**config.mk**
```make
export PLATFORM = sky130hd
export DESIGN_NAME = mem_stage_top
export DESIGN_NICKNAME = d
export VERILOG_FILES = /design/src/hdl/mem_stage_pkg.sv /design/src/hdl/mem_stage_top.sv /design/src/hdl/wb_pipe_reg.sv /design/src/hdl/pwm_io.sv /design/src/hdl/dcache_ctrl.sv /design/src/hdl/dcache_array.sv /design/src/hdl/mem_req_router.sv
export SDC_FILE = /design/constraint.sdc
export NUM_CORES = 2
export LEC_CHECK = 0
export BUFFER_PORTS_ARGS = -buffer_cell sky130_fd_sc_hd__buf_2
export CAP_MARGIN = 0
export CORE_MARGIN = 8
export CORE_UTILIZATION = 25
export CTS_CLUSTER_SIZE = 8
export DETAILED_ROUTE_END_ITERATION = 16
export PLACE_DENSITY_LB_ADDON = 0.1
export SLEW_MARGIN = 10
export SYNTH_ARGS = -nofsm -noshare
export SYNTH_HDL_FRONTEND = slang
export SYNTH_SLANG_ARGS = --single-unit
export TNS_END_PERCENT = 30
```
**constraint.sdc**
```tcl
create_clock -name clk_i -period 26.1 [get_ports clk_i]
set_clock_uncertainty 0.15 [all_clocks]
set_input_delay 2.61 -clock clk_i [delete_from_list [all_inputs] [get_ports clk_i]]
set_output_delay 2.61 -clock clk_i [all_outputs]
set_load 0.05 [all_outputs]
```
**src/hdl/mem_stage_pkg.sv**
```systemverilog
package mem_stage_pkg;

    // Data path and address width
    localparam int XLEN = 32;

    // One cache line is four words
    localparam int LINE_W = 128;

    // Address bit that selects the I/O space
    localparam int IO_SEL_BIT = 30;

    // Load codes, RISC-V funct3
    // Stores reuse 0, 1 and 2 as SB, SH and SW
    localparam logic [2:0] LSU_LB  = 3'b000;
    localparam logic [2:0] LSU_LH  = 3'b001;
    localparam logic [2:0] LSU_LW  = 3'b010;
    localparam logic [2:0] LSU_LBU = 3'b100;
    localparam logic [2:0] LSU_LHU = 3'b101;

    // Word view for word accesses, byte view for sub-word ones
    typedef union packed {
        logic [LINE_W/XLEN-1:0][XLEN-1:0] w;
        logic [LINE_W/8-1:0][7:0]         b;
    } line_t;

endpackage
```
**src/hdl/mem_stage_top.sv**
```systemverilog
`timescale 1ns/1ps

module mem_stage_top #(
    parameter int LINES = 16,
    parameter int PWM_W = 16
) (
    input  logic                           clk_i,
    input  logic                           rst_i,
    input  logic                           req_rd_i,
    input  logic                           req_wr_i,
    input  logic [mem_stage_pkg::XLEN-1:0] addr_i,
    input  logic [mem_stage_pkg::XLEN-1:0] wdata_i,
    input  logic [2:0]                     funct3_i,
    input  logic                           rd_we_i,
    input  logic [4:0]                     rd_addr_i,
    input  logic [mem_stage_pkg::XLEN-1:0] alu_data_i,
    input  logic                           mem_ready_i,
    input  mem_stage_pkg::line_t           mem_rline_i,
    output logic                           rd_we_o,
    output logic [4:0]                     rd_addr_o,
    output logic [mem_stage_pkg::XLEN-1:0] rd_data_o,
    output logic                           stall_o,
    output logic                           mem_req_o,
    output logic                           mem_we_o,
    output logic [mem_stage_pkg::XLEN-1:0] mem_addr_o,
    output mem_stage_pkg::line_t           mem_wline_o,
    output logic                           pwm_o
);

    logic                           cache_rd;
    logic                           cache_wr;
    logic                           io_rd;
    logic                           io_wr;
    logic                           ctrl_ready;
    logic                           hit;
    logic                           dirty;
    logic [mem_stage_pkg::XLEN-1:0] victim_addr;
    mem_stage_pkg::line_t           victim_line;
    logic [mem_stage_pkg::XLEN-1:0] cache_rdata;
    logic                           fill;
    mem_stage_pkg::line_t           fill_line;
    logic [mem_stage_pkg::XLEN-1:0] io_rdata;

    mem_req_router u_router (
        .req_rd_i     (req_rd_i),
        .req_wr_i     (req_wr_i),
        .addr_i       (addr_i),
        .ctrl_ready_i (ctrl_ready),
        .cache_rd_o   (cache_rd),
        .cache_wr_o   (cache_wr),
        .io_rd_o      (io_rd),
        .io_wr_o      (io_wr),
        .stall_o      (stall_o)
    );

    dcache_array #(.LINES(LINES)) u_array (
        .clk_i (clk_i), .rst_i (rst_i),
        .rd_i (cache_rd), .wr_i (cache_wr),
        .addr_i (addr_i), .wdata_i (wdata_i), .funct3_i (funct3_i),
        .fill_i (fill), .fill_line_i (fill_line),
        .hit_o (hit), .dirty_o (dirty),
        .victim_addr_o (victim_addr), .victim_line_o (victim_line),
        .rdata_o (cache_rdata)
    );

    dcache_ctrl u_ctrl (
        .clk_i (clk_i), .rst_i (rst_i),
        .cache_rd_i (cache_rd), .cache_wr_i (cache_wr), .addr_i (addr_i),
        .hit_i (hit), .dirty_i (dirty),
        .victim_addr_i (victim_addr), .victim_line_i (victim_line),
        .mem_ready_i (mem_ready_i), .mem_rline_i (mem_rline_i),
        .ctrl_ready_o (ctrl_ready), .fill_o (fill), .fill_line_o (fill_line),
        .mem_req_o (mem_req_o), .mem_we_o (mem_we_o),
        .mem_addr_o (mem_addr_o), .mem_wline_o (mem_wline_o)
    );

    pwm_io #(.PWM_W(PWM_W)) u_pwm (
        .clk_i (clk_i), .rst_i (rst_i),
        .rd_i (io_rd), .wr_i (io_wr),
        .addr_i (addr_i[3:2]), .wdata_i (wdata_i),
        .rdata_o (io_rdata), .pwm_o (pwm_o)
    );

    wb_pipe_reg u_wb (
        .clk_i (clk_i), .rst_i (rst_i), .stall_i (stall_o),
        .load_i (req_rd_i), .io_sel_i (addr_i[mem_stage_pkg::IO_SEL_BIT]),
        .cache_data_i (cache_rdata), .io_data_i (io_rdata), .alu_data_i (alu_data_i),
        .rd_we_i (rd_we_i), .rd_addr_i (rd_addr_i),
        .rd_we_o (rd_we_o), .rd_addr_o (rd_addr_o), .rd_data_o (rd_data_o)
    );

endmodule

```
**src/hdl/wb_pipe_reg.sv**
```systemverilog
`timescale 1ns/1ps

module wb_pipe_reg (
    input  logic                           clk_i,
    input  logic                           rst_i,
    input  logic                           stall_i,
    input  logic                           load_i,
    input  logic                           io_sel_i,
    input  logic [mem_stage_pkg::XLEN-1:0] cache_data_i,
    input  logic [mem_stage_pkg::XLEN-1:0] io_data_i,
    input  logic [mem_stage_pkg::XLEN-1:0] alu_data_i,
    input  logic                           rd_we_i,
    input  logic [4:0]                     rd_addr_i,
    output logic                           rd_we_o,
    output logic [4:0]                     rd_addr_o,
    output logic [mem_stage_pkg::XLEN-1:0] rd_data_o
);

    logic [mem_stage_pkg::XLEN-1:0] wb_data;

    // Load result or ALU pass-through
    assign wb_data = load_i ? (io_sel_i ? io_data_i : cache_data_i) : alu_data_i;

    always_ff @(posedge clk_i) begin
        if (!rst_i) begin
            rd_we_o <= 1'b0;
        end else begin
            rd_we_o <= rd_we_i && !stall_i;   // Bubble while stalled
        end
    end

    // Payload holds its value during a stall
    always_ff @(posedge clk_i) begin
        if (!stall_i) begin
            rd_addr_o <= rd_addr_i;
            rd_data_o <= wb_data;
        end
    end

endmodule

```
**src/hdl/pwm_io.sv**
```systemverilog
`timescale 1ns/1ps

module pwm_io #(
    parameter int PWM_W = 16
) (
    input  logic                           clk_i,
    input  logic                           rst_i,
    input  logic                           rd_i,
    input  logic                           wr_i,
    input  logic [3:2]                     addr_i,
    input  logic [mem_stage_pkg::XLEN-1:0] wdata_i,
    output logic [mem_stage_pkg::XLEN-1:0] rdata_o,
    output logic                           pwm_o
);

    logic [PWM_W-1:0] period_q;
    logic [PWM_W-1:0] duty_q;
    logic [PWM_W-1:0] cnt_q;
    logic             wrap;

    // Register writes
    always_ff @(posedge clk_i) begin
        if (!rst_i) begin
            period_q <= '0;
            duty_q   <= '0;
        end else if (wr_i) begin
            case (addr_i)
                2'd0:    period_q <= wdata_i[PWM_W-1:0];
                2'd1:    duty_q   <= wdata_i[PWM_W-1:0];
                default: ;
            endcase
        end
    end

    // Zero extended read back
    always_comb begin
        rdata_o = '0;
        if (rd_i) begin
            case (addr_i)
                2'd0:    rdata_o = {{(mem_stage_pkg::XLEN-PWM_W){1'b0}}, period_q};
                2'd1:    rdata_o = {{(mem_stage_pkg::XLEN-PWM_W){1'b0}}, duty_q};
                default: rdata_o = '0;
            endcase
        end
    end

    // Also covers a period shrunk below the count
    assign wrap = (period_q == '0) || (cnt_q >= period_q - 1'b1);

    always_ff @(posedge clk_i) begin
        if (!rst_i) begin
            cnt_q <= '0;
        end else begin
            cnt_q <= wrap ? '0 : cnt_q + 1'b1;
        end
    end

    assign pwm_o = (cnt_q < duty_q);

endmodule

```
**src/hdl/dcache_ctrl.sv**
```systemverilog
`timescale 1ns/1ps

module dcache_ctrl (
    input  logic                           clk_i,
    input  logic                           rst_i,
    input  logic                           cache_rd_i,
    input  logic                           cache_wr_i,
    input  logic [mem_stage_pkg::XLEN-1:0] addr_i,
    input  logic                           hit_i,
    input  logic                           dirty_i,
    input  logic [mem_stage_pkg::XLEN-1:0] victim_addr_i,
    input  mem_stage_pkg::line_t           victim_line_i,
    input  logic                           mem_ready_i,
    input  mem_stage_pkg::line_t           mem_rline_i,
    output logic                           ctrl_ready_o,
    output logic                           fill_o,
    output mem_stage_pkg::line_t           fill_line_o,
    output logic                           mem_req_o,
    output logic                           mem_we_o,
    output logic [mem_stage_pkg::XLEN-1:0] mem_addr_o,
    output mem_stage_pkg::line_t           mem_wline_o
);

    localparam logic [1:0] S_IDLE   = 2'd0;
    localparam logic [1:0] S_WB     = 2'd1;
    localparam logic [1:0] S_REFILL = 2'd2;
    localparam logic [1:0] S_FILL   = 2'd3;

    logic [1:0]                     state_q;
    logic [1:0]                     state_d;
    logic                           access;
    logic                           miss;
    logic [mem_stage_pkg::XLEN-1:0] line_addr;
    logic [mem_stage_pkg::XLEN-1:0] mem_addr_q;
    mem_stage_pkg::line_t           wline_q;
    mem_stage_pkg::line_t           rline_q;

    assign access    = cache_rd_i || cache_wr_i;
    assign miss      = access && !hit_i;
    assign line_addr = {addr_i[mem_stage_pkg::XLEN-1:4], 4'b0000};

    // Ready only in idle with nothing missing
    assign ctrl_ready_o = (state_q == S_IDLE) && !miss;

    always_comb begin
        state_d = state_q;
        case (state_q)
            S_IDLE: begin
                if (miss) begin
                    state_d = dirty_i ? S_WB : S_REFILL;
                end
            end
            S_WB: begin
                if (mem_ready_i) begin
                    state_d = S_REFILL;
                end
            end
            S_REFILL: begin
                if (mem_ready_i) begin
                    state_d = S_FILL;
                end
            end
            default: state_d = S_IDLE;   // Fill lasts one cycle
        endcase
    end

    always_ff @(posedge clk_i) begin
        if (!rst_i) begin
            state_q <= S_IDLE;
        end else begin
            state_q <= state_d;
        end
    end

    // Latched so memory sees stable values while it waits
    always_ff @(posedge clk_i) begin
        if (state_q == S_IDLE && miss) begin
            mem_addr_q <= dirty_i ? victim_addr_i : line_addr;
            wline_q    <= victim_line_i;
        end else if (state_q == S_WB && mem_ready_i) begin
            mem_addr_q <= line_addr;             // Switch to refill address
        end
        if (state_q == S_REFILL && mem_ready_i) begin
            rline_q <= mem_rline_i;
        end
    end

    assign mem_req_o   = (state_q == S_WB) || (state_q == S_REFILL);
    assign mem_we_o    = (state_q == S_WB);
    assign mem_addr_o  = mem_addr_q;
    assign mem_wline_o = wline_q;

    assign fill_o      = (state_q == S_FILL);
    assign fill_line_o = rline_q;

endmodule

```
**src/hdl/dcache_array.sv**
```systemverilog
`timescale 1ns/1ps

module dcache_array #(
    parameter int LINES = 16
) (
    input  logic                           clk_i,
    input  logic                           rst_i,
    input  logic                           rd_i,
    input  logic                           wr_i,
    input  logic [mem_stage_pkg::XLEN-1:0] addr_i,
    input  logic [mem_stage_pkg::XLEN-1:0] wdata_i,
    input  logic [2:0]                     funct3_i,
    input  logic                           fill_i,
    input  mem_stage_pkg::line_t           fill_line_i,
    output logic                           hit_o,
    output logic                           dirty_o,
    output logic [mem_stage_pkg::XLEN-1:0] victim_addr_o,
    output mem_stage_pkg::line_t           victim_line_o,
    output logic [mem_stage_pkg::XLEN-1:0] rdata_o
);

    localparam int IDX_W = $clog2(LINES);
    localparam int TAG_W = mem_stage_pkg::XLEN - IDX_W - 4;

    logic [TAG_W-1:0]     tag_q [LINES];
    mem_stage_pkg::line_t data_q [LINES];
    logic [LINES-1:0]     valid_q;
    logic [LINES-1:0]     dirty_q;

    logic [IDX_W-1:0]     idx;
    logic [TAG_W-1:0]     tag;
    mem_stage_pkg::line_t cur_line;
    mem_stage_pkg::line_t merged;
    logic [7:0]           byte_sel;
    logic [15:0]          half_sel;

    assign idx      = addr_i[IDX_W+3:4];
    assign tag      = addr_i[mem_stage_pkg::XLEN-1:IDX_W+4];
    assign cur_line = data_q[idx];

    assign hit_o         = (rd_i || wr_i) && valid_q[idx] && (tag_q[idx] == tag);
    assign dirty_o       = valid_q[idx] && dirty_q[idx];
    assign victim_addr_o = {tag_q[idx], idx, 4'b0000};   // Line aligned
    assign victim_line_o = cur_line;

    assign byte_sel = cur_line.b[addr_i[3:0]];
    assign half_sel = {cur_line.b[{addr_i[3:1], 1'b1}], cur_line.b[{addr_i[3:1], 1'b0}]};

    // Load extraction
    always_comb begin
        rdata_o = '0;
        if (rd_i) begin
            case (funct3_i)
                mem_stage_pkg::LSU_LB:  rdata_o = {{(mem_stage_pkg::XLEN-8){byte_sel[7]}}, byte_sel};
                mem_stage_pkg::LSU_LH:  rdata_o = {{(mem_stage_pkg::XLEN-16){half_sel[15]}}, half_sel};
                mem_stage_pkg::LSU_LBU: rdata_o = {{(mem_stage_pkg::XLEN-8){1'b0}}, byte_sel};
                mem_stage_pkg::LSU_LHU: rdata_o = {{(mem_stage_pkg::XLEN-16){1'b0}}, half_sel};
                default:                rdata_o = cur_line.w[addr_i[3:2]];
            endcase
        end
    end

    // Store merge reading the load codes as SB/SH/SW
    always_comb begin
        merged = cur_line;
        case (funct3_i)
            mem_stage_pkg::LSU_LB: merged.b[addr_i[3:0]] = wdata_i[7:0];
            mem_stage_pkg::LSU_LH: begin
                merged.b[{addr_i[3:1], 1'b0}] = wdata_i[7:0];
                merged.b[{addr_i[3:1], 1'b1}] = wdata_i[15:8];
            end
            default: merged.w[addr_i[3:2]] = wdata_i;
        endcase
    end

    always_ff @(posedge clk_i) begin
        if (fill_i) begin
            data_q[idx] <= fill_line_i;
            tag_q[idx]  <= tag;
        end else if (wr_i && hit_o) begin
            data_q[idx] <= merged;
        end
    end

    always_ff @(posedge clk_i) begin
        if (!rst_i) begin
            valid_q <= '0;
            dirty_q <= '0;
        end else if (fill_i) begin
            valid_q[idx] <= 1'b1;
            dirty_q[idx] <= 1'b0;        // Refilled lines are clean
        end else if (wr_i && hit_o) begin
            dirty_q[idx] <= 1'b1;
        end
    end

endmodule

```
**src/hdl/mem_req_router.sv**
```systemverilog
`timescale 1ns/1ps

module mem_req_router (
    input  logic                           req_rd_i,
    input  logic                           req_wr_i,
    input  logic [mem_stage_pkg::XLEN-1:0] addr_i,
    input  logic                           ctrl_ready_i,
    output logic                           cache_rd_o,
    output logic                           cache_wr_o,
    output logic                           io_rd_o,
    output logic                           io_wr_o,
    output logic                           stall_o
);

    logic io_sel;

    assign io_sel = addr_i[mem_stage_pkg::IO_SEL_BIT];

    // Cacheable space
    assign cache_rd_o = req_rd_i && !io_sel;
    assign cache_wr_o = req_wr_i && !io_sel;

    // Peripheral space finishes in one cycle
    assign io_rd_o = req_rd_i && io_sel;
    assign io_wr_o = req_wr_i && io_sel;

    // Only a cache access can hold the pipeline
    assign stall_o = (cache_rd_o || cache_wr_o) && !ctrl_ready_i;

endmodule

```
Word-level counts from Yosys, hierarchy flattened. Memories as Yosys holds them, arrays and structs flattened. Cells that the tools add are included.

Register bits after elaboration: 408. Memory bits (writable): 2432. Logic and storage cells: 132. Memories kept: 2.

Memories: u_array.data_q (depth 16, width 128, read ports 1, clocked after Yosys merged registers in 0, write ports 1, line dcache_array.sv:26) `mem_stage_pkg::line_t data_q [LINES];`; u_array.tag_q (depth 16, width 24, read ports 1, clocked after Yosys merged registers in 0, write ports 1, line dcache_array.sv:25) `logic [TAG_W-1:0] tag_q [LINES];`.

Add/subtract/negate cells: 2. Magnitude comparators: 12. Equal/unequal tests: 11. Muxes and demuxes: 49. Bitwise logic cells: 6. Reduce and logical (&&, ||, !) cells: 38.

Operators with widths (number): $bwmux W128 (4); $mux W32 (9); $pmux W128 S2 (1); $mux W128 (1); $pmux W32 S4 (1); $bmux W32 S2 (1); $demux W32 S2 (1); $bmux W8 S3 (2); $demux W8 S3 (2); $mux W8 (6); $bmux W8 S4 (1); $demux W8 S4 (1); $mux W16 (2); $or A16 B16 Y16 (2); $pmux W16 S2 (1); $eq A24 B24 Y1 (1); $logic_and A1 B1 Y1 (20); $lt A4 B5 Y1 const B (4); $add A16 B1 Y16 const B (1); $and A16 B16 Y16 (1); $ge A16 B16 Y1 (1); $ge A4 B1 Y1 const B (4); $logic_not A16 Y1 (1); $lt A16 B16 Y1 (1); other kinds (25) (49).

Longest topological paths before layout.
Depth after elaboration: 13. Mapped depth: 18.

By module. A second synthesis with hierarchy kept.

Cells, all modules: 6184. Area total of the unflattened synthesis: 117073.5 µm².

Modules (own cells, without submodules): dcache_array (times used 1, cells an instance 5275, area each 102714.8 µm², seq. area each 73670.7 µm²); dcache_ctrl (times used 1, cells an instance 352, area each 9275.1 µm², seq. area each 8688.3 µm²); pwm_io (times used 1, cells an instance 404, area each 3198.1 µm², seq. area each 960.9 µm²); wb_pipe_reg (times used 1, cells an instance 147, area each 1846.8 µm², seq. area each 1131.1 µm²); mem_req_router (times used 1, cells an instance 6, area each 38.8 µm², seq. area each 0.0 µm²).

Least setup slack after synthesis. No wires, ideal clock.

Path type: input -> register. From: input addr_i[5] (netlist bit). To: memory u_array.data_q[0][0] (netlist bit), enable pin. Library setup time: 772 ps. Data arrival time: 13734 ps. Setup slack: 11445 ps. Cell stages on the path: 12. Path buffers: 3. Cell sequence: buf_6 > buf_12 > buf_8 > mux4_2 > mux2i_1 > xnor2_1 > nand4_1 > a211o_1 > nand4b_1 > o31ai_1 > nand2_1 > nor3_1.

Word-level cells in the longest chain between the ends: 9. Elaborated cells on any way between the ends: 11. Classes of those cells: 1 x eq/ne; 5 x mux; 1 x bitwise; 3 x reduce/logical; 1 x memory.

Ends and longest elaborated chain: start: declaration (line mem_stage_top.sv:11) `input logic [mem_stage_pkg::XLEN-1:0] addr_i,`; parallel branches: the longest is 9 deep, another holds $mem_v2 Z16 W24; end: declaration (line dcache_array.sv:26).

Several ways; the timed one is not identified. The select of a mux whose other input is x is not followed.

Worst setup path after layout.
From: input addr_i[5] (netlist bit). To: output stall_o.

Word-level cells in the longest chain between the ends: 10. Elaborated cells on any way between the ends: 12. Classes of those cells: 1 x eq/ne; 2 x mux; 8 x reduce/logical; 1 x memory.

Ends and longest elaborated chain: parallel branches: the longest is 3 deep, another holds $mem_v2 Z16 W24; $logic_and A1 B1 Y1 * (line dcache_array.sv:41) `assign hit_o = (rd_i || wr_i) && valid_q[idx] && (tag_q[idx] == tag);`; $logic_not A1 Y1 * (line dcache_ctrl.sv:39) `assign miss = access && !hit_i;`; $logic_and A1 B1 Y1 * (line dcache_ctrl.sv:39); $logic_not A1 Y1 * (line dcache_ctrl.sv:43) `assign ctrl_ready_o = (state_q == S_IDLE) && !miss;`; $logic_and A1 B1 Y1 * (line dcache_ctrl.sv:43); $logic_not A1 Y1 * (line mem_req_router.sv:28) `assign stall_o = (cache_rd_o || cache_wr_o) && !ctrl_ready_i;`; $logic_and A1 B1 Y1 * (line mem_req_router.sv:28); end: declaration (line mem_stage_top.sv:22) `output logic stall_o,`.

Every way passes the cells marked *. The select of a mux whose other input is x is not followed.

==> impl_metrics.csv <==
group,metric,value,unit
critical_path,critPathLaunchType,"input pin",
detailed_routing,drt-pass1-iter-count,6,
floorplanning,core,471000,um^2
final_layout,areaGrowthSynthToFinish,17.8,%
synthesis,yosysTopAreaCellShare,0.700,
final_layout,nFillCells,46340,
clock_tree,ctsHoldBuffers,0,
critical_path,required,23340,ps
critical_path,cpLargestDelayFamily,"buffers and inverters",
synthesis,synth-edff-count,2753,
detailed_routing,postRouteAntennaNets,0,
timing,whs,312,ps
detailed_routing,routed_via_density,4.97,
synthesis,synth_cell_types,96,
detailed_routing,drt_drc_violations_left,0,
synthesis,synth_area_per_cell,18.5,um^2
synthesis,ys_warn_count,0,
clock_tree,cts_tree,"done",
synthesis,synthFlopType,"edfxtp_1",
min_path,hold_path_class,"reg2reg",
timing,slew_viol_final,0,
power_and_ir_drop,seq_power_share,0.471,
timing,rsz0062_at_grt,"false",
floorplanning,fp.dieW,703,um
timing,relSlewSlack,0.0568,
detailed_routing,vias,66862,
floorplanning,die_y,703,um
critical_path,critPathBufInv,5,
synthesis,ys_seq_elements,2836,
timing,finalCritPeriodShare,0.417,
critical_path,crit_chain,"buf_8 > buf_4 > buf_4 > mux4_2 > nor2b_1 > a211oi_2 > a21oi_1 > a2111oi_4 > nand4b_1 > or2_1 > o21ai_4 > inv_1 > buf_2",
floorplanning,dieArea,494000,um^2
clock_tree,cts_setup_buffers,0,
final_layout,drive_gt1_frac,0.286,
global_routing,grt.total_usage,0.190,
power_and_ir_drop,clkPwrFrac,0.421,
synthesis,syn_area,118000,um^2
floorplanning,io_pins,440,
timing,final.min_clock_period,10870,ps
final_layout,nNetsFinal,7359,
clock_tree,htree_num_levels,5,
detailed_routing,routed_wirelength,483000,um
clock_tree,cts_buffers,397,
timing,setup_tns,0,ps
clock_tree,cts-resized-gates,0,
synthesis,synth_area_leader_cell,"edfxtp_1",
critical_path,cp_slowest_cell,"buf_4",
timing,tightest_slew,1410,ps
detailed_routing,wl_per_cell,35.9,um
placement,numPortBuffers,435,
detailed_routing,drt_iter0_markers,7531,
critical_path,end_kind,"output port",
global_routing,grt_max_degree,138,
global_routing,grt_pass1_wl,642000,um
critical_path,path_max_fanout,77,
timing,hold_viol,0,
synthesis,synthArstFlopShare,0,
clock_tree,clk_pin_slew_worst_paths,50,ps
power_and_ir_drop,p_switching,0.00297,W
clock_tree,clkLatencyLatePin,1010,ps
critical_path,crit_top_cell,"buf_4",
power_and_ir_drop,ir_worst_vdd,0.0533,mV
critical_path,critPathKind,"in2out",
synthesis,synth_area_leaders,"edfxtp_1 70%, mux4_2 13%, mux2i_1 2.1%",
floorplanning,rows,252,
placement,dp_hpwl,316000,um
job,drv_cap,0,
synthesis,synth_most_common_cell,"edfxtp_1",
power_and_ir_drop,p_int,0.00828,W
clock_tree,root_buffer,"clkbuf_16",
clock_tree,clock-sinks,2836,
placement,gp_congestion,0.874,
global_routing,gr-total-overflow,0,
outcome,status,"finished, final reports clean",
power_and_ir_drop,pwr-share-comb,0.109,
synthesis,synthCells,6393,
synthesis,yosysSeqAreaShare,0.714,
critical_path,crit_arrival,8110,ps
power_and_ir_drop,switching_share,0.264,
floorplanning,initial_utilization,0.251,
timing,setup_viol,0,
power_and_ir_drop,power.density,80.9,nW/um^2
critical_path,critPathMaxStageDelay,810,ps
global_routing,grt_pass1_vias,68867,
global_routing,antenna_found_initial,79,
power_and_ir_drop,power,0.0113,W
synthesis,synthTopCellsByCount,"2753 x edfxtp_1, 680 x mux4_2, 578 x nand2_1",
timing,fmax,92.0,MHz
power_and_ir_drop,p_leak,45.2,nW
clock_tree,clockBufferDepth,4,
[placed cells by master (no fill, tap or decap), drive strengths merged, types with 22 or more instances in the layout]
cell type,n
xnor2,22
ha,38
a222oi,27
a21oi,169
clkinv,24
dfxtp,83
mux2,165
mux2i,257
edfxtp,2753
nand2,580
buf,682
nor3,31
o21ai,249
o22ai,33
mux4,683
o2bb2ai,22
xor2,28
clkbuf,469
diode,38
nand3,29
a21boi,32
o221ai,30
inv,146
nor2,258
a22oi,80
[power by group through the flow]
stage,registers [W],clock network [W],logic (W)
floorplan,0.00550,0,0.000517
global placement,0.00539,0,0.00123
detailed placement,0.00539,0,0.00124
CTS,0.00530,0.00488,0.00124
global route,0.00530,0.00503,0.00128
finish,0.00530,0.00473,0.00122
[logic make-up (layout without fill, tap and decap cells)]
kind of cell	after synthesis	in the layout	synth area share
AOI/OAI and AO/OA	825	825	0.0459
xor gates and xnor gates	50	50	0.00371
adders and majority gates	38	38	0.00403
buffers and inverters	533	1322	0.0257
DFF	2836	2836	0.714
muxes	1105	1105	0.171
other	1	42	0.0000318
and+or+nand+nor	1005	1005	0.0356
[final cells by class]
type                    count  area (um^2)  share of cell area
inverters                 138          529             0.00381
clock buffers             468        10300              0.0744
repair buffers            683         4280              0.0308
multi-input cells        3027        31100               0.224
flip-flops and latches   2836        84300               0.606
diodes                     38         95.1            0.000684
clock inverters            33          573             0.00412
well taps                6223         7790              0.0560
[layer usage]
| metal | share of wire | global-route usage | vias to the layer above |
|---|---|---|---|
| met5 | 0.00039 | 0 | - |
| met4 | 0.041 | 0.0677 | 28 |
| met3 | 0.065 | 0.0365 | 795 |
| met2 | 0.47 | 0.311 | 2757 |
| met1 | 0.42 | 0.251 | 36165 |
| li1 | - | - | 27117 |
[per-stage QoR]
stage          area, um^2  worst slack, ps  utilization  cells
2_1_floorplan      118000            11440            -   6396
3_3_place_gp       128000            14470        0.272  12905
3_5_place_dp       128000            14530        0.272  12907
4_1_cts            139000            15080        0.295  13408
5_1_grt            139000            14960        0.295  13410
6_report           139000            15230        0.295  13446
[sequential cells by signal (all words and copies together) (netlist names), named ones only]
signal and cells:
u_wb.rd_we_o 1, u_pwm.cnt_q 16, u_pwm.duty_q 16, u_ctrl.state_q 2, u_array.data_q 2048, u_array.valid_q 16
u_wb.rd_data_o 32, u_ctrl.fill_line_o 128, u_pwm.period_q 16, u_wb.rd_addr_o 5, u_ctrl.mem_wline_o 128, u_array.tag_q 384
u_ctrl.mem_addr_o 28
[worst paths after layout]
path                           endpoint  slack, ps  cells after the start                  from
setup / recovery                stall_o      15230                     13             addr_i[5]
hold / removal       u_array.valid_q[0]        310                      1    u_array.valid_q[0]
setup reg to reg  u_array.data_q[6][96]      19030                     13  u_array.tag_q[10][3]
hold reg to reg      u_array.valid_q[0]        310                      1    u_array.valid_q[0]
Note: power is estimated with default switching activity, not from simulation.
